`config.mk`:
```
export PLATFORM = sky130hd
export DESIGN_NAME = wb_state_ctrl_flat
export DESIGN_NICKNAME = d
export VERILOG_FILES = /design/src/common/state_pkg.sv /design/src/common/db_intf.sv /design/src/wb_state_ctrl.sv /design/src/flat_wrapper.sv
export SDC_FILE = /design/constraint.sdc
export NUM_CORES = 1
export LEC_CHECK = 0
export BUFFER_PORTS_ARGS = -buffer_cell sky130_fd_sc_hd__clkbuf_2
export CAP_MARGIN = 20
export CORE_ASPECT_RATIO = 0.75
export CORE_MARGIN = 2
export CORE_UTILIZATION = 40
export CTS_CLUSTER_DIAMETER = 30
export DETAILED_ROUTE_END_ITERATION = 10
export GPL_ROUTABILITY_DRIVEN = 0
export HOLD_SLACK_MARGIN = 0.06
export PLACE_DENSITY = 0.67
export SLEW_MARGIN = 20
export SYNTH_ARGS = -nofsm -noshare
export SYNTH_HDL_FRONTEND = slang
export SYNTH_SLANG_ARGS = --single-unit
export TNS_END_PERCENT = 30
```
`constraint.sdc`:
```
create_clock -name clk -period 2.9 [get_ports clk]
set_input_delay 0.145 -clock clk [delete_from_list [all_inputs] [get_ports clk]]
set_output_delay 0.145 -clock clk [all_outputs]
set_load 0.02 [all_outputs]
```
`src/common/state_pkg.sv`:
```
/*
 * State store package
 * Widths, control register map, update ops and the update word layout
 */
`default_nettype none

package state_pkg;

    // ----------------------------------------------------------
    // Widths and depth
    // ----------------------------------------------------------
    localparam int ID_W     = 8;
    localparam int NUM_IDS  = 256;
    localparam int STATE_W  = 32;
    // Merge mask and value each cover half a state word
    localparam int MERGE_W  = STATE_W / 2;
    localparam int WB_ADR_W = 2;

    // Control register word addresses
    localparam logic [WB_ADR_W-1:0] REG_CTRL    = 2'd0;
    localparam logic [WB_ADR_W-1:0] REG_COUNT   = 2'd1;
    localparam logic [WB_ADR_W-1:0] REG_RD_ID   = 2'd2;
    localparam logic [WB_ADR_W-1:0] REG_RD_DATA = 2'd3;

    // Update op bit
    localparam logic OP_SET   = 1'b0;
    localparam logic OP_MERGE = 1'b1;

    // Merge view, mask in the upper half and value in the lower half
    typedef struct packed {
        logic [MERGE_W-1:0] mask;
        logic [MERGE_W-1:0] value;
    } merge_word_t;

    // One update word, read through the view picked by the op bit
    typedef union packed {
        logic [STATE_W-1:0] set_val;
        merge_word_t        merge;
    } upd_word_u;

endpackage : state_pkg

`default_nettype wire

```
`src/common/db_intf.sv`:
```
/*
 * State database port
 * Single request/ack access, read or write, one word per request
 */
`timescale 1ns/10ps
`default_nettype none

interface db_intf import state_pkg::*; ();

    // Request side, held until ack
    logic               req;
    logic               we;
    logic [ID_W-1:0]    id;
    logic [STATE_W-1:0] wdata;

    // Response side, ack is a single cycle
    logic               ack;
    // Valid with ack on reads
    logic [STATE_W-1:0] rdata;

    modport requester (output req, we, id, wdata, input ack, rdata);

    modport responder (input req, we, id, wdata, output ack, rdata);

endinterface : db_intf

`default_nettype wire

```
`src/wb_state_ctrl.sv`:
```
/*
 * Wishbone control registers
 * Clear start and status, applied update count, state readback by id
 */
`timescale 1ns/10ps
`default_nettype none

module wb_state_ctrl import state_pkg::*; (
    input  logic                clk,
    input  logic                rst_n,

    // Wishbone classic slave
    input  logic                wb_cyc,
    input  logic                wb_stb,
    input  logic                wb_we,
    input  logic [WB_ADR_W-1:0] wb_adr,
    input  logic [STATE_W-1:0]  wb_dat_w,
    output logic [STATE_W-1:0]  wb_dat_r,
    output logic                wb_ack,

    // Clear control
    output logic                db_init,
    input  logic                init_done,

    // Pulse per committed update
    input  logic                applied,

    // Readback, port B
    db_intf.requester           db_if
);

    logic               stb_new;
    logic               rd_data_acc;
    logic               clr_cmd;
    logic               rd_req_q;
    logic               rd_done;
    logic [ID_W-1:0]    rd_id_q;
    logic [STATE_W-1:0] count_q;

    // ----------------------------------------------------------
    // Access decode
    // ----------------------------------------------------------
    // New cycle only, not one already acked or waiting on the db
    assign stb_new     = wb_cyc && wb_stb && !wb_ack && !rd_req_q;
    assign rd_data_acc = stb_new && !wb_we && (wb_adr == REG_RD_DATA);
    assign clr_cmd     = stb_new && wb_we && (wb_adr == REG_CTRL) && wb_dat_w[0];
    assign rd_done     = rd_req_q && db_if.ack;

    always_ff @(posedge clk or negedge rst_n) begin
        if (!rst_n) begin
            wb_ack   <= 1'b0;
            db_init  <= 1'b0;
            rd_req_q <= 1'b0;
            rd_id_q  <= '0;
            count_q  <= '0;
        end else begin
            db_init <= clr_cmd;
            // Plain registers ack next cycle, readback acks after db ack
            wb_ack  <= (stb_new && !rd_data_acc) || rd_done;
            if (rd_data_acc) begin
                rd_req_q <= 1'b1;
            end else if (rd_done) begin
                rd_req_q <= 1'b0;
            end
            if (stb_new && wb_we && (wb_adr == REG_RD_ID)) begin
                rd_id_q <= wb_dat_w[ID_W-1:0];
            end
            // A clear restarts the count
            if (clr_cmd) begin
                count_q <= '0;
            end else if (applied) begin
                count_q <= count_q + 1'b1;
            end
        end
    end

    // ----------------------------------------------------------
    // Read data
    // ----------------------------------------------------------
    always_ff @(posedge clk) begin
        if (rd_done) begin
            wb_dat_r <= db_if.rdata;
        end else if (stb_new) begin
            case (wb_adr)
                REG_CTRL:  wb_dat_r <= STATE_W'(init_done);
                REG_COUNT: wb_dat_r <= count_q;
                REG_RD_ID: wb_dat_r <= STATE_W'(rd_id_q);
                default:   wb_dat_r <= wb_dat_r;
            endcase
        end
    end

    // Port B is read only
    assign db_if.req   = rd_req_q;
    assign db_if.we    = 1'b0;
    assign db_if.id    = rd_id_q;
    assign db_if.wdata = '0;

endmodule : wb_state_ctrl

`default_nettype wire

```
`src/flat_wrapper.sv`:
```
// flat-port wrapper written by rule: the top's interface ports become plain ports
module wb_state_ctrl_flat import state_pkg::*;
  (clk, rst_n, wb_cyc, wb_stb, wb_we, wb_adr, wb_dat_w, wb_dat_r, wb_ack, db_init, init_done, applied, db_if_req, db_if_we, db_if_id, db_if_wdata, db_if_ack, db_if_rdata);
  db_intf db_if_i ();
  input  logic clk;
  input  logic rst_n;
  input  logic wb_cyc;
  input  logic wb_stb;
  input  logic wb_we;
  input  logic [WB_ADR_W-1:0] wb_adr;
  input  logic [STATE_W-1:0] wb_dat_w;
  output logic [STATE_W-1:0] wb_dat_r;
  output logic wb_ack;
  output logic db_init;
  input  logic init_done;
  input  logic applied;
  output wire logic [$bits(db_if_i.req)-1:0] db_if_req;
  output wire logic [$bits(db_if_i.we)-1:0] db_if_we;
  output wire logic [$bits(db_if_i.id)-1:0] db_if_id;
  output wire logic [$bits(db_if_i.wdata)-1:0] db_if_wdata;
  input wire logic [$bits(db_if_i.ack)-1:0] db_if_ack;
  input wire logic [$bits(db_if_i.rdata)-1:0] db_if_rdata;
  assign db_if_req = db_if_i.req;
  assign db_if_we = db_if_i.we;
  assign db_if_id = db_if_i.id;
  assign db_if_wdata = db_if_i.wdata;
  assign db_if_i.ack = db_if_ack;
  assign db_if_i.rdata = db_if_rdata;
  wb_state_ctrl u_core (.clk(clk), .rst_n(rst_n), .wb_cyc(wb_cyc), .wb_stb(wb_stb), .wb_we(wb_we), .wb_adr(wb_adr), .wb_dat_w(wb_dat_w), .wb_dat_r(wb_dat_r), .wb_ack(wb_ack), .db_init(db_init), .init_done(init_done), .applied(applied), .db_if(db_if_i));
endmodule
```
### Word level (Yosys, flattened, before mapping)

Cells that the tools add are included.

* register bits: 75
* bits of input ports: 74
* output and inout bits: 76
* word-level logic and storage cells: 39

* add/sub/neg operators: 1
* equal/unequal tests: 3
* muxes and demuxes: 7
* reductions and logical operators: 22

Operators by type and width (number)
* $mux 32: 4
* $pmux 32 s3: 1
* $add 32x1->32 const B: 1
* $logic_and 1x1->1: 11
* $reduce_bool 2->1: 3
* $eq 2x2->1 const B: 2
* $logic_not 1->1: 4
* $reduce_bool 4->1: 1
* $eq 2x1->1 const B: 1
* $logic_not 2->1: 1
* $mux 1: 2
* $reduce_and 2->1: 1
* $logic_or 1x1->1: 1

### Longest topological paths before layout

* depth after elaboration: 8
* gate-level depth with buffers: 8
* depth with buffers taken out: 6

### Worst setup path after synthesis

No wires, ideal clock.

* path kind: register to register
* start point: register u_core.rd_req_q (netlist: u_core.db_if.req)
* end point: register u_core.wb_dat_r[0], enable pin
* setup time: 0.478 ns
* arrival: 1.585 ns
* required time: 2.422 ns
* path slack: 0.837 ns
* stages on the path, launching flop included: 4
* buffers on the path: 1
* clock period less this slack: 2.063 ns
* cells stage by stage: dfrtp_1 > nand2_1 > buf_1 > nand2_1

* word-level cells in the longest chain between the ends: 4
* elaborated cells between the ends (all ways): 6
* classes of those cells: 6 x reduce/logical

Ends and longest elaborated chain
* start, declared: RTL line wb_state_ctrl.sv:35 `logic rd_req_q;`
* start signal, assigned: RTL line wb_state_ctrl.sv:53 `rd_req_q <= 1'b0;`
* start signal, assigned: RTL line wb_state_ctrl.sv:61 `rd_req_q <= 1'b1;`
* start signal, assigned: RTL line wb_state_ctrl.sv:63 `rd_req_q <= 1'b0;`
* $logic_not 1->1: RTL line wb_state_ctrl.sv:44 `assign stb_new = wb_cyc && wb_stb && !wb_ack && !rd_req_q;`
* $logic_and 1x1->1: RTL line wb_state_ctrl.sv:44
* $reduce_bool 2->1 (no line)
* $reduce_and 2->1 (no line) (*)
* end signal, assigned: RTL line wb_state_ctrl.sv:82 `wb_dat_r <= db_if.rdata;`
* end signal, assigned: RTL line wb_state_ctrl.sv:85 `REG_CTRL: wb_dat_r <= STATE_W'(init_done);`
* end signal, assigned: RTL line wb_state_ctrl.sv:86 `REG_COUNT: wb_dat_r <= count_q;`
* end, declared: RTL line wb_state_ctrl.sv:18 `output logic [STATE_W-1:0] wb_dat_r,`

Mark *: on every way between the ends. The rest lies on a longest branch, timed or not.
A chain may end at the register's enable or synchronous reset.

### Worst setup path in the final report

* start point: register u_core.count_q[3]
* end point: register u_core.count_q[20]

* word-level cells in the longest chain between the ends: 3

Ends and longest elaborated chain
* start, declared: RTL line wb_state_ctrl.sv:38 `logic [STATE_W-1:0] count_q;`
* start signal, assigned: RTL line wb_state_ctrl.sv:72 `count_q <= count_q + 1'b1;`
* $add 32x1->32: RTL line wb_state_ctrl.sv:72
* $mux 32: RTL line wb_state_ctrl.sv:71 `end else if (applied) begin`
* $mux 32: RTL line wb_state_ctrl.sv:69 `if (clr_cmd) begin`

Every way passes these cells. The select of a mux whose other input is x is not followed.

==> results.cfg <==
[synthesis]
synth_edf_count = 32
async_flop_share_pct = 57.33
ys_seq_elements = 75
syn_area_um2 = 3900
syn_area_per_cell_um2 = 9.949
ys_warn_count = 0
yosys.cell_types.count = 38
synth-seq-area-share_pct = 52.23
synth_flop_cell = dfrtp_1
synthCells = 392

[cells_and_area]
multiInputGateArea_um2 = 1599
drive_above_1_share_pct = 24.03
final_cells = 623
ff_latch_area_um2 = 2037
final_common_cell = clkbuf_2
final_core_util_pct = 49.65
syn_to_final_growth_pct = 21.98
nets = 565
fill_cells = 874
mostFrequentLayoutCells = clkbuf_2, nand2_1, dfrtp_1
diodes = 0

[min_path]
hp-class = primary input to flop
hold_end = u_core.wb_dat_r[24]
min_path_cells = 3
hold_start = db_if_rdata[24]

[routing]
drt_iter0_markers = 236
ant_nets = 0
dr.pass1.iters = 4
wl_per_cell_um = 14.41
drt-vias-per-instance = 5.087
drc_errors = 0
vias = 3169
drt_wl_total_um = 8978

[timing]
final.setup.tns_ns = 0
setup_ws_ns = 0.7716
period_needed_ns = 2.128
hold_viol_final = 0
slew_violations = 0
rsz0062_at_grt = no
skew_ns = 0.004817
slew_headroom_pct = 66.16
fmax_mhz = 469.8
layout_worst_path_cycle_share_pct = 73.39
setup_violations = 0
worstMarginPinSlew_ns = 0.5069

[place]
pre_cts_ws_ns = 0.7850
placed_cells = 596
port_buffers = 92
hpwl_um = 6285

[global_routing]
grt_pass1_wl_um = 14170
grt_use_total_pct = 17.18
gr-total-overflow = 0
grt_max_degree = 44
grt_antenna_before_repair = 0
grt_pass1_vias = 2781

[critical_path]
critPathLaunchType = flop
reg2reg_from = u_core.count_q[3]
worstRegToRegCells = 4
crit_path_max_fanout = 31
rr_endpoint = u_core.count_q[20]
required_ns = 3.15
endpoint_kind = flop
crit_chain = and4_1 > nand4_4 > or4_1 > a21oi_1
rrSetupSlack_ns = 0.77
crit_slowest_cell = or4_1
crit_arrival_ns = 2.38
cp_slowest_stage_delay_ns = 0.61
critPathKind = flop to flop

[job]
cap_viol_max_count = 0

[floorplan]
rows = 31
coreArea_um2 = 9580
die_w_um = 118.0
die_area_um2 = 10560
die_y_um = 89.52
ios = 150
initial_core_util_pct = 40.71

[pwr]
p_total_uw = 2930
ir_worst_vdd_mv = 0.2565
cellPowerDensity_nw_per_um2 = 616.0
leakage_uw = 0.002191

[clocking]
cts_root_buf = clkbuf_16
cts.sinks = 75
cts_resized = 0
post-cts-setup-buffer-count = 0
numCtsBuffers = 9
clk_path_buf_depth = 2
clkTransAtPathRegs_ns = 0.06
cts_tree = done
hold_buffers = 10
clk_latency_ns = 0.33
cts_max_level = 3

[outcome]
outcome = completed
state kept, by name, summed over array words and instances (netlist names):
signal	flops
u_core.count_q	32
u_core.wb_dat_r	32
u_core.db_if.id	8
u_core.db_if.req	1
u_core.db_init	1
u_core.wb_ack	1
worst max-delay path: cells and delay by family (launching register included):
family | cells | cell delay [ns]
flops | 1 | 0.47
simple gates | 3 | 1.41
compound gates | 1 | 0.16
logic make-up (layout without fill, tap and decap cells):
kind of cell,after synthesis,count (layout),share of synthesized area [%]
xor+xnor,12,12,2.695
flops,75,75,52.23
other cells,1,33,0.09615
simple gates,172,172,22.11
fa+ha+maj,5,5,1.604
compound gates,52,52,8.085
mux,12,12,3.336
buf+inv,63,130,9.849
how the worst max path moves through the flow:
stage,startpoint,cells after the start,endpoint,slack (ns)
final,u_core.count_q[3],4,u_core.count_q[20],0.77
after floorplan,u_core.db_if.req,3,u_core.wb_dat_r[0],0.84
after global routing,u_core.count_q[3],4,u_core.count_q[26],0.60
after global placement,u_core.count_q[3],4,u_core.count_q[21],0.85
after CTS,u_core.count_q[3],4,u_core.count_q[21],0.77
after detailed placement,u_core.count_q[3],4,u_core.count_q[21],0.78
routing by layer:
| layer | global-route usage [%] | up-vias | wire (µm) |
|---|---|---|---|
| met5 | 0 | - | 0 |
| met4 | 8.215 | 0 | 160 |
| met3 | 3.125 | 15 | 545 |
| met2 | 26.53 | 134 | 3895 |
| met1 | 23.75 | 1500 | 4376 |
| li1 | - | 1520 | - |
through the flow:
| step | cell area, µm² | hold WS (ns) |
|---|---|---|
| final | 4757 | 0.07643 |
| after global routing | 4757 | 0.08863 |
| after CTS | 4737 | 0.06853 |
| after detailed placement | 4318 | 0.3678 |
| after global placement | 4318 | 0.3607 |
| after floorplan | 4020 | -0.1506 |
Yosys cell counts, types with 5 or more instances:
cell	instances	share of area [%]
ha_1	5	1.6
nand3_1	34	4.4
dfrtp_1	43	28
a21oi_1	15	1.9
nor2_1	14	1.3
buf_4	35	6.7
nand4_1	11	1.8
buf_2	7	0.90
and2_1	6	0.96
nand2_1	74	7.1
inv_1	6	0.58
clkbuf_1	11	1.1
edfxtp_1	32	25
or4_1	12	2.3
and4_1	5	1.1
xor2_1	9	2.0
o31ai_1	12	2.3
o21ai_1	13	1.7
a22oi_1	8	1.5
where the power goes:
group,switching [µW],total [µW],internal [µW]
Clock,428,1180,754
Sequential,103,1310,1210
Combinational,277,434,157
Total,808,2930,2120
area by class of cell:
type,instances,area share (%)
tap,132,3.472
multi-input combinational,286,33.61
sequential,75,42.82
timing repair buffer,107,12.84
inverter,7,0.5523
clock inverter,6,1.894
clock buffer,10,4.813
No activity file was read; power rests on OpenSTA's default activity.
