`config.mk`:
```
export PLATFORM = sky130hd
export DESIGN_NAME = state_write_core_flat
export DESIGN_NICKNAME = d
export VERILOG_FILES = /design/src/common/state_pkg.sv /design/src/common/db_intf.sv /design/src/common/state_update_intf.sv /design/src/state_core/state_core.sv /design/src/state_core/state_write_core.sv /design/src/flat_wrapper.sv
export SDC_FILE = /design/constraint.sdc
export NUM_CORES = 1
export LEC_CHECK = 0
export BUFFER_PORTS_ARGS = -buffer_cell sky130_fd_sc_hd__buf_2
export CAP_MARGIN = 20
export CORE_MARGIN = 2
export CORE_UTILIZATION = 32
export CTS_BUF_LIST = sky130_fd_sc_hd__clkbuf_4 sky130_fd_sc_hd__clkbuf_8 sky130_fd_sc_hd__clkbuf_16
export CTS_CLUSTER_DIAMETER = 80
export CTS_CLUSTER_SIZE = 8
export DETAILED_ROUTE_END_ITERATION = 12
export SYNTH_ARGS = -nofsm -noshare
export SYNTH_HDL_FRONTEND = slang
export SYNTH_HIERARCHICAL = 1
export SYNTH_SLANG_ARGS = --single-unit
export TNS_END_PERCENT = 1
```
`constraint.sdc`:
```
create_clock -name clk -period 4.2 [get_ports clk]
set_clock_uncertainty 0.05 [all_clocks]
set_input_delay 0.84 -clock clk [delete_from_list [all_inputs] [get_ports clk]]
set_output_delay 0.84 -clock clk [all_outputs]
set_load 0.01 [all_outputs]
```
`src/common/state_pkg.sv`:
```
/*
 * State store package
 * Widths, control register map, update ops and the update word layout
 */
`default_nettype none

package state_pkg;

    // ----------------------------------------------------------
    // Widths and depth
    // ----------------------------------------------------------
    localparam int ID_W     = 8;
    localparam int NUM_IDS  = 256;
    localparam int STATE_W  = 32;
    // Merge mask and value each cover half a state word
    localparam int MERGE_W  = STATE_W / 2;
    localparam int WB_ADR_W = 2;

    // Control register word addresses
    localparam logic [WB_ADR_W-1:0] REG_CTRL    = 2'd0;
    localparam logic [WB_ADR_W-1:0] REG_COUNT   = 2'd1;
    localparam logic [WB_ADR_W-1:0] REG_RD_ID   = 2'd2;
    localparam logic [WB_ADR_W-1:0] REG_RD_DATA = 2'd3;

    // Update op bit
    localparam logic OP_SET   = 1'b0;
    localparam logic OP_MERGE = 1'b1;

    // Merge view, mask in the upper half and value in the lower half
    typedef struct packed {
        logic [MERGE_W-1:0] mask;
        logic [MERGE_W-1:0] value;
    } merge_word_t;

    // One update word, read through the view picked by the op bit
    typedef union packed {
        logic [STATE_W-1:0] set_val;
        merge_word_t        merge;
    } upd_word_u;

endpackage : state_pkg

`default_nettype wire

```
`src/common/db_intf.sv`:
```
/*
 * State database port
 * Single request/ack access, read or write, one word per request
 */
`timescale 1ns/10ps
`default_nettype none

interface db_intf import state_pkg::*; ();

    // Request side, held until ack
    logic               req;
    logic               we;
    logic [ID_W-1:0]    id;
    logic [STATE_W-1:0] wdata;

    // Response side, ack is a single cycle
    logic               ack;
    // Valid with ack on reads
    logic [STATE_W-1:0] rdata;

    modport requester (output req, we, id, wdata, input ack, rdata);

    modport responder (input req, we, id, wdata, output ack, rdata);

endinterface : db_intf

`default_nettype wire

```
`src/common/state_update_intf.sv`:
```
/*
 * State update interface
 * Valid/ready transfer of one keyed update from the application to the core
 */
`timescale 1ns/10ps
`default_nettype none

interface state_update_intf import state_pkg::*; ();

    logic            valid;
    logic            ready;
    logic [ID_W-1:0] id;
    // OP_SET or OP_MERGE
    logic            op;
    upd_word_u       word;

    // Application side
    modport source (output valid, id, op, word, input ready);

    // Core side
    modport target (input valid, id, op, word, output ready);

endinterface : state_update_intf

`default_nettype wire

```
`src/state_core/state_core.sv`:
```
/*
 * State core
 * Takes one update at a time, reads the previous state of its id,
 * hands it to the parent and writes back the state the parent returns
 */
`timescale 1ns/10ps
`default_nettype none

module state_core import state_pkg::*; (
    input  logic               clk,
    input  logic               rst_n,

    // Database clear finished
    input  logic               init_done,

    // Update stream from the application
    state_update_intf.target   update_if,

    // Database access, port A
    db_intf.requester          db_if,

    // Previous state out, new state back from the parent
    output logic [STATE_W-1:0] prev_state,
    input  logic [STATE_W-1:0] new_state,

    // One pulse per committed write
    output logic               applied
);

    // ----------------------------------------------------------
    // Signals
    // ----------------------------------------------------------
    // Read of previous state outstanding
    logic               rd_phase;
    // Write of new state outstanding
    logic               wr_phase;
    logic               accept;
    logic               rd_done;
    logic               wr_done;
    logic [ID_W-1:0]    id_q;
    logic [STATE_W-1:0] wdata_q;

    // ----------------------------------------------------------
    // Handshake
    // ----------------------------------------------------------
    // Only idle once the database is cleared
    assign update_if.ready = init_done && !rd_phase && !wr_phase;
    assign accept          = update_if.valid && update_if.ready;

    assign rd_done = rd_phase && db_if.ack;
    assign wr_done = wr_phase && db_if.ack;

    // ----------------------------------------------------------
    // Sequencer
    // ----------------------------------------------------------
    // Idle -> read -> write -> idle
    // The write request follows the read ack directly
    always_ff @(posedge clk or negedge rst_n) begin
        if (!rst_n) begin
            rd_phase <= 1'b0;
            wr_phase <= 1'b0;
        end else begin
            if (accept) begin
                rd_phase <= 1'b1;
            end else if (rd_done) begin
                rd_phase <= 1'b0;
                wr_phase <= 1'b1;
            end else if (wr_done) begin
                wr_phase <= 1'b0;
            end
        end
    end

    // Update id, and the new state computed in the read ack cycle
    always_ff @(posedge clk) begin
        if (accept) begin
            id_q <= update_if.id;
        end
        if (rd_done) begin
            wdata_q <= new_state;
        end
    end

    // ----------------------------------------------------------
    // Database port
    // ----------------------------------------------------------
    assign db_if.req   = rd_phase || wr_phase;
    assign db_if.we    = wr_phase;
    assign db_if.id    = id_q;
    assign db_if.wdata = wdata_q;

    // Read data is only meaningful in the read ack cycle
    assign prev_state = db_if.rdata;

    // Commit seen on the write ack
    assign applied = wr_done;

endmodule : state_core

`default_nettype wire

```
`src/state_core/state_write_core.sv`:
```
/*
 * Write-type state core
 * SET overwrites the state, MERGE replaces the masked bits of the low half
 */
`timescale 1ns/10ps
`default_nettype none

module state_write_core import state_pkg::*; (
    input  logic             clk,
    input  logic             rst_n,
    input  logic             init_done,
    state_update_intf.target update_if,
    db_intf.requester        db_if,
    output logic             applied
);

    logic               op_q;
    upd_word_u          word_q;
    logic [STATE_W-1:0] prev_state;
    logic [STATE_W-1:0] new_state;
    logic [MERGE_W-1:0] merged_lo;

    // Op and word captured on the same handshake the core accepts
    always_ff @(posedge clk) begin
        if (update_if.valid && update_if.ready) begin
            op_q   <= update_if.op;
            word_q <= update_if.word;
        end
    end

    // ----------------------------------------------------------
    // New state
    // ----------------------------------------------------------
    // Mask bit set takes the value bit, else keep the previous bit
    assign merged_lo = (prev_state[MERGE_W-1:0] & ~word_q.merge.mask)
                     | (word_q.merge.value & word_q.merge.mask);

    always_comb begin
        case (op_q)
            OP_SET:   new_state = word_q.set_val;
            // Upper half untouched by a merge
            OP_MERGE: new_state = {prev_state[STATE_W-1:MERGE_W], merged_lo};
            default:  new_state = word_q.set_val;
        endcase
    end

    // Read, sequence and write back
    state_core i_state_core (
        .clk        ( clk ),
        .rst_n      ( rst_n ),
        .init_done  ( init_done ),
        .update_if  ( update_if ),
        .db_if      ( db_if ),
        .prev_state ( prev_state ),
        .new_state  ( new_state ),
        .applied    ( applied )
    );

endmodule : state_write_core

`default_nettype wire

```
`src/flat_wrapper.sv`:
```
// flat-port wrapper written by rule: the top's interface ports become plain ports
module state_write_core_flat import state_pkg::*;
  (clk, rst_n, init_done, applied, update_if_valid, update_if_id, update_if_op, update_if_word, update_if_ready, db_if_req, db_if_we, db_if_id, db_if_wdata, db_if_ack, db_if_rdata);
  state_update_intf update_if_i ();
  db_intf db_if_i ();
  input  logic clk;
  input  logic rst_n;
  input  logic init_done;
  output logic applied;
  input wire logic [$bits(update_if_i.valid)-1:0] update_if_valid;
  input wire logic [$bits(update_if_i.id)-1:0] update_if_id;
  input wire logic [$bits(update_if_i.op)-1:0] update_if_op;
  input wire logic [$bits(update_if_i.word)-1:0] update_if_word;
  output wire logic [$bits(update_if_i.ready)-1:0] update_if_ready;
  output wire logic [$bits(db_if_i.req)-1:0] db_if_req;
  output wire logic [$bits(db_if_i.we)-1:0] db_if_we;
  output wire logic [$bits(db_if_i.id)-1:0] db_if_id;
  output wire logic [$bits(db_if_i.wdata)-1:0] db_if_wdata;
  input wire logic [$bits(db_if_i.ack)-1:0] db_if_ack;
  input wire logic [$bits(db_if_i.rdata)-1:0] db_if_rdata;
  assign update_if_i.valid = update_if_valid;
  assign update_if_i.id = update_if_id;
  assign update_if_i.op = update_if_op;
  assign update_if_i.word = update_if_word;
  assign update_if_ready = update_if_i.ready;
  assign db_if_req = db_if_i.req;
  assign db_if_we = db_if_i.we;
  assign db_if_id = db_if_i.id;
  assign db_if_wdata = db_if_i.wdata;
  assign db_if_i.ack = db_if_ack;
  assign db_if_i.rdata = db_if_rdata;
  state_write_core u_core (.clk(clk), .rst_n(rst_n), .init_done(init_done), .update_if(update_if_i), .db_if(db_if_i), .applied(applied));
endmodule
```
-- After elaboration in Yosys (flattened, before gate mapping)
Index checks and enable logic that the tools add are counted.
- bits in registers: 75
- word-level logic and storage cells: 28
- muxes and demuxes: 5
- bitwise gates (word level): 6
- reductions and logical operators: 11
- operators with widths (operator ; count):
    case mux 32 bit (2 select lines) ; 1
    AND 16 bit ; 2
    inverter 16 bit ; 1
    bitwise OR 16 bit ; 1
    logical AND 1 bit ; 5
    two-way mux 1 bit ; 4
    nonzero test 2 bit ; 2
    zero test 1 bit ; 2
    inverter 1 bit ; 2
    AND reduction 2 bit ; 1
    logical OR 1 bit ; 1

-- Logic depth before layout (Yosys ltp)
Gate-level depths: netlist of run 1.
- word-level depth: 6
- depth in mapped cells: 3
- depth with buffers taken out: 3

-- By module
The synthesis of run 1 kept the hierarchy.
- modules (own cells, without submodules) (module ; times used ; cells an instance ; area each (um2) ; seq. area each (um2)):
    state_write_core ; 1 ; 85 ; 1614.0 ; 991.0
    state_core ; 1 ; 84 ; 1559.0 ; 1251.2

-- Worst setup path before layout of run 1
No wires, ideal clock.
- path type: input to register
- start point: in init_done
- end point: reg u_core.op_q, enable pin
- arrival time: 1.933 ns
- required time: 3.757 ns
- setup slack: 1.824 ns
- stages: 3
- path buffers: 0
- cell sequence: inv_1 > nor2_1 > and2_1
- longest elaborated chain between the ends: 3
- ends and longest elaborated chain (item ; line ; source):
    start: declaration ; flat_wrapper.sv:8 ; input logic init_done;
    logical AND 1 bit (2 in a row) ; state_core.sv:47 ; assign update_if.ready = init_done && !rd_phase && !wr_phase;
    via update_if_ready ; flat_wrapper.sv:14 ; output wire logic [$bits(update_if_i.ready)-1:0] update_if_ready;
    logical AND 1 bit ; state_write_core.sv:25 ; if (update_if.valid && update_if.ready) begin
    end signal: assignment ; state_write_core.sv:26 ; op_q <= update_if.op;
    end: declaration ; state_write_core.sv:17 ; logic op_q;
The timed path passes the listed nets, and every way through them passes these cells.
A chain may end at the register's enable or synchronous reset.

-- Worst setup path in the final report of run 1
- start point: reg u_core.i_state_core.rd_phase
- end point: out update_if_ready
- longest elaborated chain between the ends: 3
- ends and longest elaborated chain (item ; line ; source):
    start: declaration ; state_core.sv:34 ; logic rd_phase;
    start signal: assignment ; state_core.sv:60 ; rd_phase <= 1'b0;
    start signal: assignment ; state_core.sv:64 ; rd_phase <= 1'b1;
    start signal: assignment ; state_core.sv:66 ; rd_phase <= 1'b0;
    zero test 1 bit ; state_core.sv:47 ;
    logical AND 1 bit (2 in a row) ; state_core.sv:47 ;
    end: declaration ; flat_wrapper.sv:14 ;
No other way between the ends.

==> results.toml, run 1 <==
[pwr]
p_leak_nw = 1.588
power.internal_mw = 1.246
netSwitchingFraction_pct = 22.32
p_total_mw = 1.605
pwr-share-comb_pct = 11.2
clockPowerShare_pct = 32.5
power.density_nw_per_um2 = 416.4
power.switching_mw = 0.3582
ir_drop_mv = 0.2348
seq_power_share_pct = 56.3

[clock_network]
cts.clk_slew.worst_paths_ns = 0.08
clock_latency_ns = 0.34
cts_resized = 0
clkSinkCount = 75
numCtsBuffers = 9
postCtsSetupRepairBufs = 0
cts_tree = "built"
clockBufferDepth = 2
ctsHoldBuffers = 0
cts_htree_levels = 3
cts_root_buf = "clkbuf_8"

[yosys]
syn_inst = 169
ys_seq_area_share_pct = 70.66
ys_types = 18
ys_ff_latch = 75
synth_area_leaders = "edfxtp_1 69%, mux2_4 11%, buf_4 7.6%"
synth_largest_area_cell = "edfxtp_1"
avgSynthCellArea_um2 = 18.78
synth_area_um2 = 3173
synth_top_area_share_pct = 69.09
synth_warnings = 6
synth_fp_nets = 247

[timing]
clock.fmax_mhz = 459.3
min_period_ns = 2.177
setup_tns_ns = 0
setup_viol = 0
rsz0062_at_grt = "no"
finalWorstSetupSlack_ns = 2.023
finalCritPeriodShare_pct = 51.84
drv_slew = 0
maxSlewHeadroom_pct = 46.03
worstMarginPinSlew_ns = 0.8096
hold_viol_final = 0

[detailed_routing]
drt_first_pass_iters = 4
antenna_left = 0
routed_via_density = 3.990
drc = 0
drtIter0Drc = 28
drt_wl_total_mm = 5.397
wl_per_cell_um = 13.33
vias = 1616

[placed_design]
gp_congestion = 0.6642
port_buffers = 121
postPlaceCellArea_um2 = 3671
pre_cts_ws_ns = 1.946
hpwl_mm = 3.865

[worst_setup_path]
crit_required_ns = 3.31
critPathArrivalTime_ns = 1.29
startpoint_type = "register"
path_max_fanout = 4
crit_type = "register to output port"
endpoint_kind = "output port"
ff2ff_path_depth = 3

[worst_hold_path]
hp-class = "primary input to asynchronous set/reset pin"

[global_route]
grt_pass1_vias = 1678
antenna_found_initial = 0
grt_pass1_wl_mm = 8.473
grt_usage_pct = 10.61
grt_start_max_net_pins = 34
overflow = 0

[finish]
design_area_um2 = 3854
drive_gt1_share_pct = 66.91
syn_to_final_growth_pct = 21.45
n_antenna_cell = 0
fill_cells = 912
nets = 345

[job]
cap_violations = 0

[floorplan]
pin_count = 122
start_util_pct = 32.76
fp.dieArea_um2 = 10730
die-height_um = 103.6
die_x_um = 103.6
core_um2 = 9684
fp-row-count = 36

[outcome]
status = "completed"
## worst paths after layout
| path | start | endpoint | slack, ns |
|---|---|---|---|
| worst max-delay path | u_core/i_state_core/rd_phase | update_if_ready | 2.02 |
| worst min-delay path | rst_n | u_core/i_state_core/db_if.we | 0.22 |
| worst max register to register | u_core/op_q | u_core/i_state_core/db_if.wdata[5] | 2.22 |
| worst min register to register | u_core/word_q[14] | u_core/i_state_core/db_if.wdata[14] | 0.50 |
| max in group asynchronous | rst_n | u_core/i_state_core/rd_phase | 3.79 |
| min in group clk | u_core/word_q[14] | u_core/i_state_core/db_if.wdata[14] | 0.50 |
## power by group through the flow
stage	combinational (mW)	sequential (mW)	clock [mW]
final	0.179	0.904	0.522
after global routing	0.197	0.909	0.579
after floorplan	0.114	0.930	0
after CTS	0.184	0.905	0.550
after global placement	0.181	0.920	0
after detailed placement	0.184	0.921	0
## critical path: stages, from the launching register on
cell and delay [ns]:
dfrtp_1 0.40, or2_4 0.28, nor2_1 0.12, buf_2 0.15
## per-layer routing
metal  vias to the layer above  global-route usage [%]  part of all wire, %
met4                         0                   5.502                  1.9
li1                        781                       -                    -
met3                         9                   3.776                  7.2
met5                         -                       0                    0
met2                        77                   16.70                   48
met1                       749                   12.86                   43
## cell usage in the layout, fill, tap and decap left out, types with 2 or more instances in the layout
master,n
dfrtp_1,2
inv_1,2
clkinv_2,2
nand2b_2,8
clkbuf_8,9
clkinv_1,3
buf_2,121
mux2_4,23
and2_2,2
edfxtp_1,73
mux2_2,10
nand2b_1,7
## cell families (layout without fill, tap and decap cells)
logic type	Yosys count	after routing	synth area share [%]
AO/OA/AOI/OAI	1	1	0.3943
buffers and inverters	37	140	9.148
flip-flops	75	75	70.66
multiplexers	33	33	14.43
AND/OR/NAND/NOR	23	23	5.363
## through the flow
step,util [%],std cells,hold WS [ns]
final,39.79,405,0.2171
after global routing,39.79,405,0.1833
after CTS,39.79,405,0.1935
after detailed placement,37.91,389,0.4854
after global placement,37.91,389,0.4803
after floorplan,-,169,0.4681
## sequential cells by signal, summed over array words and instances, names as in the netlist
| register | flops |
|---|---|
| u_core/i_state_core/db_if.id | 8 |
| u_core/i_state_core/db_if.wdata | 32 |
| u_core/i_state_core/db_if.we | 1 |
| u_core/i_state_core/rd_phase | 1 |
| u_core/op_q | 1 |
| u_core/word_q | 32 |
## area by class of cell
class / instances / area, um2 / area share (%)
inverter: 2 / 7.507 / 0.1948
tap: 133 / 166.4 / 4.318
multi-input combinational: 57 / 641.9 / 16.66
clock buffer: 9 / 123.9 / 3.214
clock inverter: 7 / 58.81 / 1.526
timing repair buffer: 122 / 613.1 / 15.91
sequential: 75 / 2242 / 58.18
## synthesized netlist by cell type (all sizes together)
| cell type | count |
|---|---|
| edfxtp | 73 |
| buf | 35 |
| mux2 | 33 |
| nand2b | 16 |
| and2 | 3 |
| dfrtp | 2 |
| inv | 2 |
| nor2 | 2 |
| nand2 | 1 |
| o22ai | 1 |
| or2 | 1 |
Note: power is estimated with default switching activity, not from simulation.
==> run 2: changes to the inputs <==
Settings changed: ABC_AREA set to 1.
Clock period 4.2 ns to 1.8 ns, I/O delays scaled along.
==> run 2 against run 1 <==
  * Cell count up 30%
  * Worst hold slack worse by 0.084 ns
  * Sequential power up 130%
  * Core utilization up 0.90 points
  * Setup slack worse by 1.8 ns
  * Highest routed layer unchanged
==> results.toml, run 2 <==
[global_route]
grt_usage_pct = 11.16
grt_start_max_net_pins = 37
grt_pass1_vias = 2057
overflow = 0
antenna_found_initial = 0
grt_pass1_wl_mm = 9.315

[floorplan]
start_util_pct = 33.17
core_um2 = 9864
die_x_um = 105.1
pin_count = 122
fp-row-count = 36
die-height_um = 105.1
fp.dieArea_um2 = 11050

[yosys]
synth_largest_area_cell = "edfxtp_1"
synthArstFlopShare_pct = 2.667
ys_ff_latch = 75
yosysMostFrequentCell = "edfxtp_1"
synth_top_area_share_pct = 67.00
ys_types = 11
synth_enable_flop_cells = 73
netlist_top_cells_count = "73 x edfxtp_1, 72 x inv_1, 70 x nand2_1, 33 x buf_4, 16 x nand3_1"
synth_area_um2 = 3272
synth_warnings = 6
synth_area_leaders = "edfxtp_1 67%, inv_1 8.3%, nand2_1 8.0%"
ys_seq_area_share_pct = 68.53
synth_fp_nets = 369
avgSynthCellArea_um2 = 11.24
syn_inst = 291
synthFlopType = "edfxtp_1"

[placed_design]
port_buffers = 121
hpwl_mm = 4.280
gp_congestion = 0.7438

[worst_setup_path]
startpoint_type = "register"
endpoint_kind = "output port"
path_max_fanout = 3
cpLargestDelayFamily = "flip-flops"
slowest_stage = "dfrtp_1"
path_cells = "nor2_2 -> nand2_1 -> inv_1 -> buf_2"
crit_required_ns = 1.39
slowest_delay_ns = 0.42
critPathBufInv = 2
critPathArrivalTime_ns = 1.21
crit_type = "register to output port"

[finish]
final_common_cell = "buf_2"
n_antenna_cell = 0
layout_common_cells = "121 x buf_2, 73 x edfxtp_1, 71 x inv_1"
syn_to_final_growth_pct = 22.68
drive_gt1_share_pct = 36.46
nets = 468

[timing]
finalCritPeriodShare_pct = 89.93
rsz0062_at_grt = "no"
clock.fmax_mhz = 617.8
hold_viol_final = 0
min_period_ns = 1.619
setup_viol = 0
drv_slew = 0
worstMarginPinSlew_ns = 0.3347
setup_tns_ns = 0
maxSlewHeadroom_pct = 77.69

[detailed_routing]
drt_wl_total_mm = 5.799
antenna_left = 0
vias = 2088
routed_via_density = 3.955
drtIter0Drc = 57
drc = 0
drt_first_pass_iters = 4
wl_per_cell_um = 10.98

[pwr]
power.density_nw_per_um2 = 973.1
p_total_mw = 3.906
p_leak_nw = 1.950
ir_drop_mv = 0.5008

[clock_network]
cts_tree = "built"
clock_latency_ns = 0.35
clkSinkCount = 75
clockBufferDepth = 2
cts.clk_slew.worst_paths_ns = 0.08
cts_htree_levels = 3
numCtsBuffers = 9
postCtsSetupRepairBufs = 0
cts_root_buf = "clkbuf_8"

[worst_hold_path]
hp-class = "primary input to register"

[outcome]
status = "completed"

[job]
cap_violations = 0
## run 2: changes by cell type after synthesis, sizes merged
cell,change
mux2,-33
nand3,+17
and2,-3
o21ai,+17
or2,-1
buf,+4
o22ai,-1
nand2,+69
nor2,-1
nand2b,-16
inv,+70
## run 2: what timing repair did
action / in CTS / in global routing
hold endpoints to repair: 2 / 0
hold buffers: 1 / 0
resized for setup: 0 / 0
## run 2: final cells by class
cell class | instances | area, um2
Multi-Input combinational cell | 105 | 444.2
Fill cell | 974 | 5851
Tap cell | 133 | 166.4
Clock buffer | 11 | 145.1
Timing Repair Buffer | 127 | 665.6
Clock inverter | 5 | 76.32
Sequential cell | 75 | 2242
Inverter | 72 | 274.0
## run 2: cell families (layout without fill, tap and decap cells)
kind of cell,count (synthesis),after routing,share of synthesized area [%]
AND/OR/NAND/NOR,88,88,10.98
AO/OA/AOI/OAI,17,17,2.600
buffers and inverters,111,215,17.90
flip-flops,75,75,68.53
## run 2: path summary, 6_finish.rpt
check	start	endpoint	slack, ns	depth (start not counted)
max	u_core/i_state_core/rd_phase	update_if_ready	0.18	4
min	update_if_id[6]	u_core/i_state_core/db_if.id[6]	0.13	1
max reg2reg	u_core/i_state_core/rd_phase	u_core/word_q[11]	0.28	6
min reg2reg	u_core/i_state_core/rd_phase	u_core/i_state_core/rd_phase	0.52	2
max in group asynchronous	rst_n	u_core/i_state_core/db_if.we	1.32	2
min in group asynchronous	rst_n	u_core/i_state_core/rd_phase	0.27	2
## run 2: per-stage QoR
stage | instance area, um2 | hold slack (ns) | utilization, % | setup WS (ns) | instances
2_1_floorplan | 3276 | 0.01441 | - | 0.2031 | 291
3_3_place_gp | 3782 | 0.09496 | 38.34 | 0.3483 | 511
3_5_place_dp | 3782 | 0.1005 | 38.34 | 0.2915 | 511
4_1_cts | 4014 | 0.1043 | 40.69 | 0.1546 | 528
5_1_grt | 4014 | 0.1007 | 40.69 | 0.08276 | 528
6_report | 4014 | 0.1332 | 40.69 | 0.1812 | 528
## run 2: metal layers
layer	track usage (%)	vias up	share of wire, %	wire length [um]
li1	-	1074	-	-
met5	0	-	0	0
met4	7.143	0	3.7	216
met1	11.91	927	40	2337
met2	18.69	68	50	2906
met3	3.930	19	5.8	338
## run 2: report_power, final
part / switching (mW) / internal (mW)
clock: 0.606 / 0.827
combinational: 0.230 / 0.164
sequential: 0.0296 / 2.05
total: 0.866 / 3.04
